[config.mk]
export PLATFORM = sky130hd
export DESIGN_NAME = intDivider
export DESIGN_NICKNAME = d
export VERILOG_FILES = /design/src/hdl/divPkg.sv /design/src/hdl/divIterate.sv /design/src/hdl/divPostproc.sv /design/src/hdl/divPreproc.sv /design/src/hdl/intDivider.sv /design/src/hdl/leadingZeroCount.sv
export SDC_FILE = /design/constraint.sdc
export NUM_CORES = 1
export LEC_CHECK = 0
export BUFFER_PORTS_ARGS = -buffer_cell sky130_fd_sc_hd__buf_4
export CORE_MARGIN = 8
export CORE_UTILIZATION = 58
export CTS_BUF_LIST = sky130_fd_sc_hd__clkbuf_2
export DETAILED_ROUTE_END_ITERATION = 8
export GPL_TIMING_DRIVEN = 0
export PLACE_DENSITY_LB_ADDON = 0.25
export SLEW_MARGIN = 20
export SYNTH_ARGS = -nofsm -noshare
export SYNTH_HDL_FRONTEND = slang
export SYNTH_SLANG_ARGS = --single-unit
export TNS_END_PERCENT = 5
[constraint.sdc]
create_clock -name clk -period 5.9 [get_ports clk]
set_input_delay 0.59 -clock clk [delete_from_list [all_inputs] [get_ports clk]]
set_output_delay 0.59 -clock clk [all_outputs]
set_load 0.02 [all_outputs]
[src/hdl/divPkg.sv]
// Integer divider shared definitions
`default_nettype none

package divPkg;

  //////////////////////////////////////////////////
  // Widths
  //////////////////////////////////////////////////

  // Operand and result width of the core
  localparam int XLEN = 32;

  // Iteration counter and leading-zero count width
  // Must hold 0 to XLEN inclusive
  localparam int CNTW = 6;

  //////////////////////////////////////////////////
  // Opcodes
  //////////////////////////////////////////////////

  // Bit 0 set means unsigned, bit 1 set means remainder
  typedef enum logic [1:0] {
    opDiv  = 2'b00, // Signed quotient
    opDivu = 2'b01, // Unsigned quotient
    opRem  = 2'b10, // Signed remainder
    opRemu = 2'b11  // Unsigned remainder
  } divOp_t;

  //////////////////////////////////////////////////
  // Execute FSM states
  //////////////////////////////////////////////////

  typedef enum logic [1:0] {
    stIdle    = 2'b00, // Waiting for operands
    stIterate = 2'b01, // One quotient bit per cycle
    stDone    = 2'b10  // Quotient and remainder valid for one cycle
  } iterState_t;

endpackage : divPkg

`default_nettype wire

[src/hdl/divIterate.sv]
// Restoring division iterator
`timescale 1ns/1ns
`default_nettype none

module divIterate import divPkg::*; (
  input  logic            clk,
  input  logic            reset,
  input  logic            operandsReady,  // Load strobe from decode
  input  logic            specialCase,    // Skip iteration
  input  logic [XLEN-1:0] dividendNorm,
  input  logic [XLEN-1:0] divisorAligned,
  input  logic [CNTW-1:0] iterCount,
  output logic            busy,
  output logic            iterDone,       // One-cycle strobe in stDone
  output logic [XLEN-1:0] quotientMag,
  output logic [XLEN-1:0] remainderMag
);

  iterState_t      state;
  logic [CNTW-1:0] counter;   // Quotient bits still to develop
  logic [XLEN-1:0] partRem;   // Partial remainder
  logic [XLEN-1:0] divisor;   // Shifts right each step
  logic [XLEN-1:0] quot;
  logic [XLEN:0]   trialDiff; // Extra bit carries the borrow
  logic            qBit;
  logic            load;

  assign load = operandsReady & (state == stIdle);

  //////////////////////////////////////////////////
  // Control FSM
  //////////////////////////////////////////////////

  always_ff @(posedge clk) begin
    if (reset) begin
      state   <= stIdle;
      counter <= '0;
    end else begin
      case (state)
        stIdle: begin
          if (load) begin
            counter <= iterCount;
            state   <= specialCase ? stDone : stIterate; // Early exit
          end
        end
        stIterate: begin
          counter <= counter - CNTW'(1);
          if (counter == CNTW'(1)) begin
            state <= stDone;                             // Last bit this cycle
          end
        end
        stDone:  state <= stIdle;
        default: state <= stIdle;
      endcase
    end
  end

  //////////////////////////////////////////////////
  // Datapath
  //////////////////////////////////////////////////

  // Restoring step: keep the difference only when it is not negative
  assign trialDiff = {1'b0, partRem} - {1'b0, divisor};
  assign qBit      = ~trialDiff[XLEN];

  always_ff @(posedge clk) begin
    if (load) begin
      partRem <= dividendNorm;        // Remainder for the special case too
      divisor <= divisorAligned;
      quot    <= '0;
    end else if (state == stIterate) begin
      if (qBit) begin
        partRem <= trialDiff[XLEN-1:0];
      end
      divisor <= divisor >> 1;
      quot    <= {quot[XLEN-2:0], qBit}; // New bit in at the bottom
    end
  end

  assign busy         = operandsReady | (state != stIdle);
  assign iterDone     = (state == stDone);
  assign quotientMag  = quot;
  assign remainderMag = partRem;

endmodule : divIterate

`default_nettype wire

[src/hdl/divPostproc.sv]
// Divider result stage
`timescale 1ns/1ns
`default_nettype none

module divPostproc import divPkg::*; (
  input  logic            clk,
  input  logic            reset,
  input  logic            iterDone,     // Magnitudes valid this cycle
  input  logic            divByZero,
  input  logic            quotNeg,
  input  logic            remNeg,
  input  logic            remOp,        // Select remainder over quotient
  input  logic [XLEN-1:0] quotientMag,
  input  logic [XLEN-1:0] remainderMag,
  input  logic [XLEN-1:0] srcAHeld,     // Original dividend
  output logic            resultValid,
  output logic [XLEN-1:0] result
);

  logic [XLEN-1:0] quotSigned, remSigned;
  logic [XLEN-1:0] quotFinal, remFinal;
  logic [XLEN-1:0] resultE;            // Selected value before the register

  //////////////////////////////////////////////////
  // Sign correction
  //////////////////////////////////////////////////

  assign quotSigned = quotNeg ? -quotientMag : quotientMag;
  assign remSigned  = remNeg ? -remainderMag : remainderMag; // Remainder takes dividend sign

  // RISC-V divide by zero: all ones, dividend back as remainder
  assign quotFinal = divByZero ? '1 : quotSigned;
  assign remFinal  = divByZero ? srcAHeld : remSigned;

  // Overflow case needs no extra logic
  // -2^(XLEN-1) / -1 gives magnitude 2^(XLEN-1), not negated
  assign resultE = remOp ? remFinal : quotFinal;

  //////////////////////////////////////////////////
  // Output register
  //////////////////////////////////////////////////

  always_ff @(posedge clk) begin
    if (reset) begin
      resultValid <= 1'b0;
    end else begin
      resultValid <= iterDone; // One cycle after iterDone
    end
  end

  // Holds until the next result
  always_ff @(posedge clk) begin
    if (iterDone) begin
      result <= resultE;
    end
  end

endmodule : divPostproc

`default_nettype wire

[src/hdl/divPreproc.sv]
// Divider decode stage
`timescale 1ns/1ns
`default_nettype none

module divPreproc import divPkg::*; (
  input  logic            clk,
  input  logic            reset,
  input  logic            start,          // Operand strobe from the core
  input  logic            busy,           // Execute stage occupied
  input  divOp_t          op,
  input  logic [XLEN-1:0] srcA,           // Dividend
  input  logic [XLEN-1:0] srcB,           // Divisor
  output logic            operandsReady,  // Registered accept strobe
  output logic [XLEN-1:0] dividendNorm,   // Dividend magnitude
  output logic [XLEN-1:0] divisorAligned, // Divisor under the dividend's leading one
  output logic [XLEN-1:0] srcAHeld,       // Original dividend
  output logic [CNTW-1:0] iterCount,      // Quotient bits to develop
  output logic            specialCase,    // Finish without iterating
  output logic            divByZero,
  output logic            quotNeg,
  output logic            remNeg,
  output logic            remOp
);

  logic            accept;       // Start taken this cycle
  logic            signedOp;
  logic            remSel;
  logic            aSign, bSign; // Operand signs forced low for unsigned ops
  logic            bZero;
  logic            aLtB;         // Dividend has more leading zeros
  logic            special;
  logic [XLEN-1:0] posA, posB;   // Operand magnitudes
  logic [CNTW-1:0] ell, mE;      // Leading zeros of posA and posB
  logic [CNTW-1:0] zeroDiff;
  logic [CNTW-1:0] bitsE;        // Iteration count before the register
  logic [XLEN-1:0] divAlignE;

  assign accept = start & ~busy; // One op in flight at most

  //////////////////////////////////////////////////
  // Sign handling
  //////////////////////////////////////////////////

  assign signedOp = ~op[0];
  assign remSel   = op[1];

  assign aSign = srcA[XLEN-1] & signedOp;
  assign bSign = srcB[XLEN-1] & signedOp;
  assign bZero = ~(|srcB);

  // Most negative number keeps 2^(XLEN-1) as its unsigned magnitude
  assign posA = aSign ? -srcA : srcA;
  assign posB = bSign ? -srcB : srcB;

  //////////////////////////////////////////////////
  // Normalization and special cases
  //////////////////////////////////////////////////

  leadingZeroCount lzcA (.word(posA), .count(ell));
  leadingZeroCount lzcB (.word(posB), .count(mE));

  assign zeroDiff = mE - ell;         // Negative when a < b in magnitude
  assign aLtB     = zeroDiff[CNTW-1]; // Sign bit of the difference
  assign special  = bZero | aLtB;

  // No digit-boundary shift at radix 2
  assign divAlignE = special ? posB : (posB << zeroDiff);
  assign bitsE     = special ? '0 : (zeroDiff + CNTW'(1));

  //////////////////////////////////////////////////
  // Pipeline registers
  //////////////////////////////////////////////////

  always_ff @(posedge clk) begin
    if (reset) begin
      operandsReady <= 1'b0;
    end else begin
      operandsReady <= accept;
    end
  end

  // Held until the next accepted start
  always_ff @(posedge clk) begin
    if (accept) begin
      dividendNorm   <= posA;
      divisorAligned <= divAlignE;
      srcAHeld       <= srcA;
      iterCount      <= bitsE;
      specialCase    <= special;
      divByZero      <= bZero;
      quotNeg        <= (aSign ^ bSign) & ~bZero; // Signed op implied by the sign bits
      remNeg         <= aSign;
      remOp          <= remSel;
    end
  end

endmodule : divPreproc

`default_nettype wire

[src/hdl/intDivider.sv]
// Integer divide and remainder unit
`timescale 1ns/1ns
`default_nettype none

module intDivider import divPkg::*; (
  input  logic            clk,
  input  logic            reset,
  input  logic            start,       // One-cycle operand strobe
  input  divOp_t          op,
  input  logic [XLEN-1:0] srcA,
  input  logic [XLEN-1:0] srcB,
  output logic            busy,        // New starts ignored while high
  output logic            resultValid,
  output logic [XLEN-1:0] result
);

  // Decode to execute
  logic            operandsReady;
  logic [XLEN-1:0] dividendNorm, divisorAligned;
  logic [CNTW-1:0] iterCount;
  logic            specialCase;

  // Decode to result
  logic [XLEN-1:0] srcAHeld;
  logic            divByZero, quotNeg, remNeg, remOp;

  // Execute to result
  logic            iterDone;
  logic [XLEN-1:0] quotientMag, remainderMag;

  divPreproc preproc (
    .clk, .reset, .start, .busy, .op, .srcA, .srcB,
    .operandsReady, .dividendNorm, .divisorAligned, .srcAHeld,
    .iterCount, .specialCase, .divByZero, .quotNeg, .remNeg, .remOp
  );

  divIterate iterate (
    .clk, .reset, .operandsReady, .specialCase,
    .dividendNorm, .divisorAligned, .iterCount,
    .busy, .iterDone, .quotientMag, .remainderMag
  );

  divPostproc postproc (
    .clk, .reset, .iterDone, .divByZero, .quotNeg, .remNeg, .remOp,
    .quotientMag, .remainderMag, .srcAHeld,
    .resultValid, .result
  );

endmodule : intDivider

`default_nettype wire

[src/hdl/leadingZeroCount.sv]
// Leading zero counter
`timescale 1ns/1ns
`default_nettype none

module leadingZeroCount import divPkg::*; (
  input  logic [XLEN-1:0] word,  // Word to scan
  output logic [CNTW-1:0] count  // Zeros above the leading one
);

  // Priority scan from the bottom up
  // The highest set bit writes last and wins
  always_comb begin
    count = CNTW'(XLEN);                   // All-zero word
    for (int i = 0; i < XLEN; i++) begin
      if (word[i]) begin
        count = CNTW'(XLEN - 1 - i);       // Zeros above bit i
      end
    end
  end

endmodule : leadingZeroCount

`default_nettype wire

==> After elaboration in Yosys (flattened, before gate mapping) <==
Cells that the tools add are included.
{ "totals": {"ff_bits": 245, "out_inout_bits": 34, "elab_cells": 135} }
{ "op_classes": {"addsub": 8, "eq_ne": 6, "shift": 1, "mux": 83, "n_bitwise": 12, "n_reduce_logical": 8} }
{ "ops": {"columns": ["op", "n"], "rows": [
  ["$mux 32", 13],
  ["$mux 6", 65],
  ["$neg 32->32", 4],
  ["$sub 32x32->33", 1],
  ["$reduce_or 32->1", 1],
  ["$shl 32x6->32", 1],
  ["$pmux 6 s2", 1],
  ["$add 6x1->6 const B", 1],
  ["$eq 6x1->1 const B", 1],
  ["$mux 2", 3],
  ["$reduce_and 2->1", 3],
  ["$reduce_bool 2->1", 3],
  ["$sub 6x1->6 const B", 1],
  ["$sub 6x6->6", 1],
  ["$and 1x1->1", 5],
  ["$ne 2x1->1 const B", 2],
  ["$not 1->1", 4],
  ["$pmux 2 s2", 1],
  ["$eq 2x1->1 const B", 1],
  ["$eq 2x2->1 const B", 1],
  ["$logic_not 2->1", 1],
  ["$ne 2x2->1 const B", 1],
  ["$or 1x1->1", 2],
  ["$xor 1x1->1", 1]
]} }

==> Logic depth before layout (Yosys ltp) <==
Gate-level depths: netlist of the first run.
{ "logic_depth": {"word_depth": 38, "ltp_mapped": 25} }

==> Hierarchy <==
Synthesis of the first run repeated with hierarchy kept, for this count alone.
{ "unflattened": {"hier_cells": 2004, "area_unflattened_um2": 17742.0} }
{ "modules_own_cells": {"columns": ["module", "n_inst", "cells_each", "area_per_inst_um2", "seq_area_each_um2"], "rows": [
  ["divPreproc", 1, 831, 7858.8, 3203.1],
  ["divIterate", 1, 675, 6015.8, 2722.6],
  ["divPostproc", 1, 368, 3131.8, 980.9],
  ["leadingZeroCount", 2, 65, 367.9, 0.0]
]} }

==> Worst setup path before layout of the first run <==
OpenSTA, ideal clock, no wires.
{ "synth_path": {"path_type": "register -> register", "startpoint": "register iterate.state[0]", "endpoint": "register preproc.divByZero, enable pin", "setup_ns": 0.572, "arrival_time_ns": 5.289, "setup_slack_ns": 0.038, "path_stages_with_launch": 3, "n_path_buf": 0, "cell_sequence": "dfxtp_1 -> or3_1 -> nor2_1"} }
{ "synth_between": {"elab_chain_cells": 4} }
{ "synth_lines": {"columns": ["item", "line", "source"], "rows": [
  ["start, declared", "divIterate.sv:19", "iterState_t state;"],
  ["start signal, assigned", "divIterate.sv:36", "state <= stIdle;"],
  ["start signal, assigned", "divIterate.sv:43", "state <= specialCase ? stDone : stIterate;"],
  ["start signal, assigned", "divIterate.sv:49", "state <= stDone;"],
  ["$reduce_bool 2->1", "divIterate.sv:80", "assign busy = operandsReady | (state != stIdle);"],
  ["$or 1x1->1", "divIterate.sv:80", null],
  ["net busy", "intDivider.sv:12", "output logic busy,"],
  ["$not 1->1", "divPreproc.sv:38", "assign accept = start & ~busy;"],
  ["$and 1x1->1", "divPreproc.sv:38", null],
  ["net preproc.accept", "divPreproc.sv:25", "logic accept;"],
  ["end signal, assigned", "divPreproc.sv:90", "divByZero <= bZero;"],
  ["end, declared", "divPreproc.sv:19", "output logic divByZero,"]
]} }
The timed path passes the listed nets, and every way through them passes these cells.
A chain may end at the register's enable or synchronous reset.

==> Final worst setup path of the first run <==
{ "layout_path": {"startpoint": "input srcB[6]", "endpoint": "register preproc.divisorAligned[30], data pin"} }
{ "layout_between": {"elab_chain_cells": 31, "word_cells_on_any_way": 34, "cone_classes": "add/sub (2); shift (1); mux (28); bitwise (2); reduce/logical (1)"} }
{ "layout_lines": {"columns": ["item", "line", "source"], "rows": [
  ["start, declared", "intDivider.sv:11", "input logic [XLEN-1:0] srcB,"],
  ["$neg 32->32", "divPreproc.sv:53", "assign posB = bSign ? -srcB : srcB;"],
  ["$mux 32", "divPreproc.sv:53", null],
  ["$mux 6 (26 in a row)", "leadingZeroCount.sv:15", "if (word[i]) begin"],
  ["$sub 6x6->6", "divPreproc.sv:62", "assign zeroDiff = mE - ell;"],
  ["$shl 32x6->32 or $or 1x1->1 (tied branches)", "divPreproc.sv:67, divPreproc.sv:64", null],
  ["$mux 32 (*)", "divPreproc.sv:67", "assign divAlignE = special ? posB : (posB << zeroDiff);"],
  ["net preproc.divAlignE[30]", "divPreproc.sv:36", "logic [XLEN-1:0] divAlignE;"],
  ["end signal, assigned", "divPreproc.sv:86", "divisorAligned <= divAlignE;"],
  ["end, declared", "divPreproc.sv:15", "output logic [XLEN-1:0] divisorAligned,"]
]} }
Mark *: on every way through the listed nets, which the timed path passes. The rest lies on a longest branch.

==> results of run 1 <==
-- final cells by class --
cell class,instances,area [sq um],share of cell area
Antenna cell,1,2.50,0.000129
Clock inverter,18,93.8,0.00482
Timing Repair Buffer,140,1210,0.0622
Multi-Input combinational cell,1440,9610,0.494
Clock buffer,84,420,0.0216
Sequential cell,244,6910,0.355
Inverter,76,292,0.0150
Tap cell,390,488,0.0251
Buffer,102,437,0.0224
-- sequential cells by signal (all words and copies together), names as in the netlist, 2 cells and up --
name,count
iterate.state,2
iterate.divisor,32
preproc.srcAHeld,32
preproc.divisorAligned,32
postproc.result,32
iterate.remainderMag,32
iterate.quotientMag,32
preproc.dividendNorm,31
preproc.iterCount,6
iterate.counter,6
-- synthesized netlist by cell type, drive strengths merged (11+ instances only) --
cell type,n
nand2b,20
mux2i,57
nor2,133
nor2b,14
mux2,11
nand3,34
or2,12
inv,76
o21ai,137
a21o,19
nand4,11
a211oi,12
ha,46
or3,17
edfxtp,202
xor2,76
o21a,11
o41ai,14
o22a,31
a21oi,151
dfxtp,42
nor4,24
buf,17
or4,26
mux4,17
xnor2,88
a31oi,33
nand2,240
o211ai,12
clkbuf,88
nor3,47
o31ai,28
-- cells in the final DEF, fill, tap and decap left out, types with 17 or more instances in the layout --
cell	Yosys	routed
ha_1	46	46
a21oi_1	150	150
or4_1	23	23
xor2_1	76	73
nand3_1	34	34
mux2i_1	57	56
clkbuf_2	0	93
mux4_2	17	17
dlygate4sd3_1	0	34
inv_1	75	74
o31ai_1	28	28
buf_4	0	100
edfxtp_1	202	202
o21ai_0	136	135
a31oi_1	33	33
nor4_1	22	17
nor3_1	46	41
nor2_1	133	132
o22a_1	31	31
dfxtp_1	42	42
clkbuf_1	88	76
xnor2_1	88	82
nand2_1	239	238
nand2b_1	20	20
a21o_1	19	19
or3_1	17	17
-- layer usage --
layer  share of wire  vias to the layer above  global-route usage
met5               0                        -                   0
met4           0.025                        0              0.0803
met3            0.11                       91              0.0561
met2            0.45                      948               0.467
met1            0.42                     7614               0.436
li1                -                     7324                   -
-- power breakdown --
group | switching [mW] | internal, mW
registers | 0.149 | 2.20
clock network | 0.687 | 0.393
logic | 1.62 | 1.00
-- logic make-up (layout without fill, tap and decap cells) --
logic type	count (synthesis)	count (layout)	synth area share
adder cells (fa/ha/maj)	48	48	0.0361
other	0	1	0
multiplexers	85	85	0.0633
buffers and inverters	181	420	0.0422
AND/OR/NAND/NOR	624	624	0.177
XOR/XNOR	164	164	0.0842
flip-flops	244	244	0.405
AO/OA/AOI/OAI	519	519	0.193
-- critical path: cells and delay by family --
| family | cells | cell delay, ps |
|---|---|---|
| xor gates and xnor gates | 1 | 450 |
| and+or+nand+nor | 3 | 1550 |
| muxes | 3 | 810 |
| AOI/OAI and AO/OA | 7 | 1460 |
| adders and majority gates | 1 | 580 |
| buffers and inverters | 3 | 890 |
-- path summary, 6_finish.rpt --
check	from	to	slack [ps]
setup / recovery	srcB[6]	preproc.divisorAligned[30]$_DFFE_PP_	190
hold reg to reg	preproc.divisorAligned[4]$_DFFE_PP_	iterate.divisor[4]$_DFFE_PP_	430
hold / removal	srcA[12]	preproc.dividendNorm[12]$_DFFE_PP_	80
setup reg to reg	iterate.remainderMag[0]$_DFFE_PP_	iterate.remainderMag[3]$_DFFE_PP_	1630
-- through the flow --
step           utilization  cell area (sq um)  setup slack [ps]  cells
2_1_floorplan            -              17100              38.1   1865
3_3_place_gp         0.623              18300             -1710   2351
3_5_place_dp         0.629              18400             -1750   2360
4_1_cts              0.661              19400              2.23   2494
5_1_grt              0.664              19500             -33.3   2495
6_report             0.664              19500               190   2495
-- repair_timing --
action | in CTS | in global routing
endpoints found under the hold margin | 35 | 0
pin swaps | 0 | 1
resized for setup | 22 | 21
hold buffers | 34 | 0
setup buffers | 0 | 1
gates cloned | 0 | 0
setup endpoints to repair | 35 | 31
==> metrics.yaml, run 1 <==
worst_pin_slew_ps: 857
synth_cell_types: 83
synth_area_leaders: "edfxtp_1 (36%), nand2_1 (5.3%), dfxtp_1 (4.9%)"
final_nets: 2178
slew_headroom: 0.425
die_x_um: 188
min_path_type: "in2reg"
dp_hpwl_mm: 43.1
rows: 63
antenna_found_initial: 1
root_buffer: "clkbuf_2"
post-synth-top-area-cell: "edfxtp_1"
drt_iter0_drc: 1892
area_delta_synth_final_pct: 14.0
start_kind: "primary input"
period_needed_ps: 5710
ys.flop_type: "edfxtp_1"
ys_ff_latch: 244
syn_nets: 1982
htreeDepth: 2
drc: 0
synth_area_per_cell_sq_um: 9.15
ys_warn_count: 0
clock_latency_ps: 920
endpoint_kind: "flop"
gr-total-overflow: 0
die_area_sq_um: 35200
async_flop_share: 0
crit_required_ps: 6530
portBuffers: 96
track_usage: 0.304
slowest_stage: "nor4_2"
clock_path_buffers: 3
cts_tree: "built"
synth_area_sq_um: 17100
initial_utilization: 0.582
path_max_fanout: 11
cpPeakStageDelay_ps: 760
ys_seq_area_frac: 0.405
wirelength_mm: 55.8
dr.pass1.iters: 5
gp_congestion: 0.977
clock_sinks: 244
drive_gt1_frac: 0.144
synth-edff-count: 202
reg2reg_depth: 15
path_cells: "buf_4 -> or4_1 -> nor4_2 -> a21oi_1 -> xnor2_1 -> o311ai_0 -> a31oi_1 -> nand4b_1 -> a31oi_1 -> o21ai_0 -> fa_2 -> inv_1 -> buf_2 -> mux2i_1 -> mux2i_1 -> a21oi_1 -> o211ai_1 -> mux2_4"
wl_per_cell_um: 22.3
grt_start_max_net_pins: 34
fmax_mhz: 175
vias_per_cell: 6.40
vias: 15977
drv_cap: 0
design_power_total_mw: 6.06
setup_viol: 0
p_per_area_nw_per_um2: 311
cts_made_buffers: 57
finClkSkew_ps: 124
leakage_nw: 7.31
vdd_ir_drop_max_v: 0.000137
top_level_ports: 103
synth_top_area_frac: 0.355
setup.worst_path.class: "in2reg"
cp_data_arrival_time_ps: 6340
timing.hold.ws_ps: 80.5
synthCells: 1865
clkTransAtPathRegs_ps: 100
final_antenna_net_count: 0
rsz0062_at_grt: "true"
core_area_sq_um: 29300
tns_ps: 0
grt_pass1_wl_mm: 84.9
hold_viol: 0
slew_viol_final: 0
hold_depth: 3
min_period_over_period: 0.968
dieHeight_um: 188
filler_cell_count: 2473
grt_pass1_vias: 14840
outcome: "completed"
No activity file was read; power rests on OpenSTA's default activity.
==> run 2, diff against run 1 <==
- ABC_AREA: unset -> 1
==> run 2 against run 1 <==
Effect of this change: final area shrank 0.62%; wire length grew 2.4%; global-route usage grew 1.2 points; flip-flop and latch count is the same; fmax grew 1.7%; sequential share of layout area grew 0.22 points; clock-buffer cell count shrank 4; clock skew shrank 32 ps; first-iteration DRC count grew 7.1%; critical path type unchanged; largest power group unchanged.
==> metrics.yaml, run 2 <==
final_nets: 2620  # +20%
die_area_sq_um: 35000  # -0.37%
wirelength_mm: 57.1  # +2.4%
final_antenna_net_count: 0  # unchanged
cp_common_cell: "nand2_1"
start_kind: "primary input"
antenna_found_initial: 2  # +1
crit_required_ps: 6480  # -50 ps
leakage_nw: 8.47  # +16%
synth_area_sq_um: 17000  # -0.41%
synth_commonest_cells: "nand2_1 (614), o21ai_0 (251), nor2_1 (235)"
worst_pin_slew_ps: 842  # -14.2 ps
setup_ws_ps: 284  # +93.7 ps
setup.worst_path.class: "in2reg"
endpoint_kind: "flop"
clock_latency_ps: 910  # about the same
cpPeakStageDelay_ps: 540  # -220 ps
drive_gt1_frac: 0.118  # -0.0262
hold_viol: 0  # unchanged
dr.pass1.iters: 6  # +1
dieHeight_um: 187  # -0.19%
ys.flop_type: "edfxtp_1"
root_buffer: "clkbuf_2"
area_delta_synth_final_pct: 13.8
synthCells: 2300  # +23%
synth_cell_types: 58  # -30%
portBuffers: 101  # +5.2%
fmax_mhz: 178  # +1.7%
vias: 17379  # +8.8%
grt_pass1_wl_mm: 88.3  # +4.1%
ys_warn_count: 0  # unchanged
synth_area_per_cell_sq_um: 7.39  # -19%
async_flop_share: 0  # unchanged
vias_per_cell: 5.91  # -7.7%
slew_headroom: 0.436  # +0.0116
outcome: "completed"
timing.hold.ws_ps: 92.7  # +12.2 ps
rows: 62  # -1.6%
wl_per_cell_um: 19.4  # -13%
placedCellCount: 2790  # +18%
track_usage: 0.315  # +0.0116
min_period_over_period: 0.952  # -0.0159
placed_cell_area_sq_um: 18400  # -0.36%
p_per_area_nw_per_um2: 352  # +13%
setup_viol: 0  # unchanged
min_path_type: "in2reg"
path_max_fanout: 10  # -1
gr-total-overflow: 0  # unchanged
clock_path_buffers: 3  # unchanged
drv_cap: 0  # unchanged
clock_sinks: 244  # unchanged
final_cell_mix: "nand2_1 (613), o21ai_0 (240), nor2_1 (233)"
slowest_stage: "dlygate4sd3_1"
design_power_total_mw: 6.80  # +12%
post-synth-top-area-cell: "edfxtp_1"
period_needed_ps: 5620  # -93.7 ps
ys_ff_latch: 244  # unchanged
cts_tree: "built"
clkTransAtPathRegs_ps: 100  # about the same
cp_data_arrival_time_ps: 6190  # -150 ps
htreeDepth: 2  # unchanged
final_common_cell: "nand2_1"
dp_hpwl_mm: 44.2  # +2.6%
ys_seq_area_frac: 0.406  # +0.00167
synth-edff-count: 202  # unchanged
synth_area_leaders: "edfxtp_1 (36%), nand2_1 (14%), o21ai_0 (7.4%)"
final_cells: 2940  # +18%
die_x_um: 187  # -0.19%
grt_start_max_net_pins: 35  # +2.9%
gp_congestion: 1.01  # +3.5%
final_util: 0.672  # +0.00830
postLayoutCellArea_sq_um: 19300  # -0.62%
finClkSkew_ps: 91.2  # -32.5 ps
cts_made_buffers: 60  # +5.3%
tns_ps: 0  # unchanged
initial_utilization: 0.591  # +0.00855
drt_iter0_drc: 2026  # +7.1%
synth_top_area_frac: 0.357  # +0.00147
syn_nets: 2417  # +22%
top_level_ports: 103  # unchanged
pre_cts_ws_ps: -937  # +814 ps
grt_pass1_vias: 16111  # +8.6%
core_area_sq_um: 28800  # -1.9%
drc: 0  # unchanged
yosysMostFrequentCell: "nand2_1"
vdd_ir_drop_max_v: 0.000163  # +19%
slew_viol_final: 0  # unchanged
rsz0062_at_grt: "true"
-- run 2: changes by cell type in the layout (fill, tap and decap cells not counted), sizes merged, moves of 23 or more --
cell   delta
nand3    +85
nor2    +109
a31oi    -23
xnor2    -59
a21oi    -47
mux2i    -48
o21ai   +123
or4      -25
inv     +171
o22a     -31
nand2   +377
-- run 2: worst paths after layout --
check                           slack, ps                               from  cells after the start                                    to
worst max-delay path                  280                            srcA[2]                     41  preproc.divisorAligned[17]$_DFFE_PP_
worst max register to register        980  iterate.remainderMag[0]$_DFFE_PP_                     26    iterate.remainderMag[16]$_DFFE_PP_
worst min register to register        500    iterate.counter[5]$_SDFFE_PP0P_                      2       iterate.counter[5]$_SDFFE_PP0P_
worst min-delay path                   90                              start                      3      preproc.operandsReady$_SDFF_PP0_
-- run 2: kinds of logic after synthesis --
logic type / Yosys count / synth area share
XOR/XNOR: 83 / 0.0439
buffers and inverters: 343 / 0.0771
AND/OR/NAND/NOR: 1125 / 0.285
flip-flops: 244 / 0.406
multiplexers: 9 / 0.00530
AO/OA/AOI/OAI: 448 / 0.146
adder cells (fa/ha/maj): 48 / 0.0362
-- run 2: power by group --
part | total, mW | internal, mW | switching (mW)
Combinational | 3.06 | 1.03 | 2.03
Clock | 1.14 | 0.425 | 0.716
Sequential | 2.61 | 2.32 | 0.284
Total | 6.80 | 3.77 | 3.03
-- run 2: what timing repair did --
item,4_1_cts,5_1_grt
cloned,0,0
pin swaps,0,1
setup buffers,0,2
hold endpoints to repair,34,0
endpoints found under the setup margin,4,34
resized for setup,1,34
hold buffers,33,0
-- run 2: area by class of cell --
class	count	area, sq um
antenna	1	2.50
inverter	249	935
multi-input combinational	1713	8840
tap	384	480
clock inverter	34	164
sequential	244	6910
clock buffer	80	400
buffer	94	389
fill	2529	9450
timing repair buffer	141	1220
-- run 2: per-layer routing --
| metal | wire (um) | GRT usage | vias to the layer above |
|---|---|---|---|
| met4 | 1330 | 0.0880 | 2 |
| met5 | 13 | 0 | - |
| li1 | - | - | 8159 |
| met3 | 7040 | 0.0626 | 105 |
| met2 | 24200 | 0.469 | 1065 |
| met1 | 24500 | 0.460 | 8048 |
-- run 2: critical path: cells and delay by family --
kind | cells | cell delay, ps
AND/OR/NAND/NOR | 26 | 2020
buffers and inverters | 7 | 1610
AO/OA/AOI/OAI | 4 | 770
adder cells (fa/ha/maj) | 2 | 720
XOR/XNOR | 2 | 470
==> run 3, diff against run 2 <==
- CORE_MARGIN: 8 -> 5
==> run 3 against run 2 <==
Effect of this change: final cell count is essentially flat; highest routed layer is now met4; sequential share of layout area is essentially flat; clock-buffer cell count grew 10; final area grew 0.13%; core utilization shrank 0.094 points; wire length shrank 1.7%; fmax shrank 1.8%; global-route usage grew 1.6 points.
==> metrics.yaml, run 3 (synthesized netlist as in run 2, its figures left out) <==
met1_usage: 0.501  # +0.0410
postLayoutCellArea_sq_um: 19400  # +0.13%
dp_hpwl_mm: 43.9  # -0.66%
placed_cell_area_sq_um: 18400  # unchanged
grt_pass1_vias: 15654  # -2.8%
min_path_type: "in2reg"
cp_common_cell: "nand2_1"
final_nets: 2627  # +0.27%
setup_ws_ps: 179  # -105 ps
pre_cts_ws_ps: -811  # +126 ps
slew_viol_final: 0  # unchanged
gr-total-overflow: 0  # unchanged
die_x_um: 181  # -3.2%
wl_per_cell_um: 19.1  # -1.8%
final_common_cell: "nand2_1"
area_delta_synth_final_pct: 13.9
p_per_area_nw_per_um2: 354  # +0.70%
cp_data_arrival_time_ps: 6240  # +50 ps
drc: 0  # unchanged
slowest_stage: "dlygate4sd3_1"
wirelength_mm: 56.1  # -1.7%
clock_latency_ps: 850  # -60 ps
fmax_mhz: 175  # -1.8%
final_cell_mix: "nand2_1 (613), o21ai_0 (241), nor2_1 (233)"
vdd_ir_drop_max_v: 0.000155  # -4.7%
worst_pin_slew_ps: 841  # -1.70 ps
grt_start_max_net_pins: 35  # unchanged
finClkSkew_ps: 108  # +17.1 ps
hold_viol: 0  # unchanged
design_power_total_mw: 6.86  # +0.83%
grt_pass1_wl_mm: 86.1  # -2.6%
drv_cap: 0  # unchanged
core_area_sq_um: 28900  # +0.27%
setup.worst_path.class: "in2reg"
clkTransAtPathRegs_ps: 90  # about the same
outcome: "completed"
die_area_sq_um: 32800  # -6.3%
period_needed_ps: 5720  # +105 ps
multi_input_area_sq_um: 8830  # about the same
endpoint_kind: "flop"
cts_made_buffers: 66  # +10%
drt_iter0_drc: 2300  # +14%
rsz0062_at_grt: "true"
htreeDepth: 3  # +1
slew_headroom: 0.437  # +0.00114
rows: 62  # unchanged
grt_use_met2: 0.482  # +0.0128
crit_required_ps: 6420  # -60 ps
initial_utilization: 0.589  # -0.00159
filler_cell_count: 2505  # -0.95%
cpPeakStageDelay_ps: 550  # about the same
grtUsageMet3: 0.0650  # +0.00231
vias_per_cell: 5.87  # -0.71%
setup_viol: 0  # unchanged
track_usage: 0.331  # +0.0157
path_max_fanout: 10  # unchanged
leakage_nw: 8.49  # +0.28%
antenna_found_initial: 1  # -1
cts_tree: "built"
dieHeight_um: 181  # -3.2%
tns_ps: 0  # unchanged
final_antenna_net_count: 0  # unchanged
min_period_over_period: 0.970  # +0.0177
top_level_ports: 103  # unchanged
vias: 17267  # -0.64%
start_kind: "primary input"
root_buffer: "clkbuf_2"
clock_path_buffers: 3  # unchanged
drive_gt1_frac: 0.122  # +0.00421
busiest_layer: "met1"
portBuffers: 101  # unchanged
clock_sinks: 244  # unchanged
gp_congestion: 1.03  # +1.9%
dr.pass1.iters: 6  # unchanged
regArea_sq_um: 6910  # unchanged
run 3: report_power, final:
group	total [mW]	switching [mW]	leakage [nW]	internal (mW)
Sequential	2.60	0.284	2.26	2.32
Clock	1.19	0.733	0.430	0.461
Combinational	3.06	2.03	5.81	1.03
Total	6.86	3.05	8.49	3.81
run 3: cell type report:
| class | instances | share of cell area |
|---|---|---|
| Inverter | 249 | 0.0483 |
| Clock buffer | 90 | 0.0233 |
| Sequential cell | 244 | 0.357 |
| Timing Repair Buffer | 142 | 0.0633 |
| Buffer | 94 | 0.0202 |
| Multi-Input combinational cell | 1713 | 0.456 |
| Clock inverter | 25 | 0.00711 |
| Tap cell | 384 | 0.0248 |
| Antenna cell | 1 | 0.000129 |
run 3: what timing repair did:
item,CTS,global route
hold buffers,33,0
endpoints found under the setup margin,1,33
setup buffers,0,3
resized for setup,1,32
hold endpoints to repair,33,0
pin swaps,0,1
run 3: layer usage:
layer  up-vias  wire length, um
li1       8160                -
met1      7980            24200
met2      1015            23600
met3       112             6700
met4         0             1550
met5         -                0
run 3: path summary, 6_finish.rpt:
path | depth (start not counted) | to | from | slack, ps
worst max-delay path | 40 | preproc.divisorAligned[17]$_DFFE_PP_ | srcA[0] | 180
worst min-delay path | 3 | preproc.operandsReady$_SDFF_PP0_ | start | 100
worst max register to register | 26 | iterate.remainderMag[25]$_DFFE_PP_ | iterate.remainderMag[0]$_DFFE_PP_ | 980
worst min register to register | 2 | iterate.divisor[25]$_DFFE_PP_ | preproc.divisorAligned[25]$_DFFE_PP_ | 500
run 3: through the flow:
step | instances | hold slack [ps] | util
2_1_floorplan | 2300 | 445 | -
3_3_place_gp | 2785 | 475 | 0.632
3_5_place_dp | 2790 | 502 | 0.637
4_1_cts | 2938 | 33.9 | 0.669
5_1_grt | 2942 | 36.0 | 0.671
6_report | 2942 | 105 | 0.671
run 3: critical path: cells and delay by family:
kind,cells,cell delay [ps]
AND/OR/NAND/NOR,24,1880
XOR/XNOR,2,420
adder cells (fa/ha/maj),2,720
buffers and inverters,7,1650
AO/OA/AOI/OAI,5,980
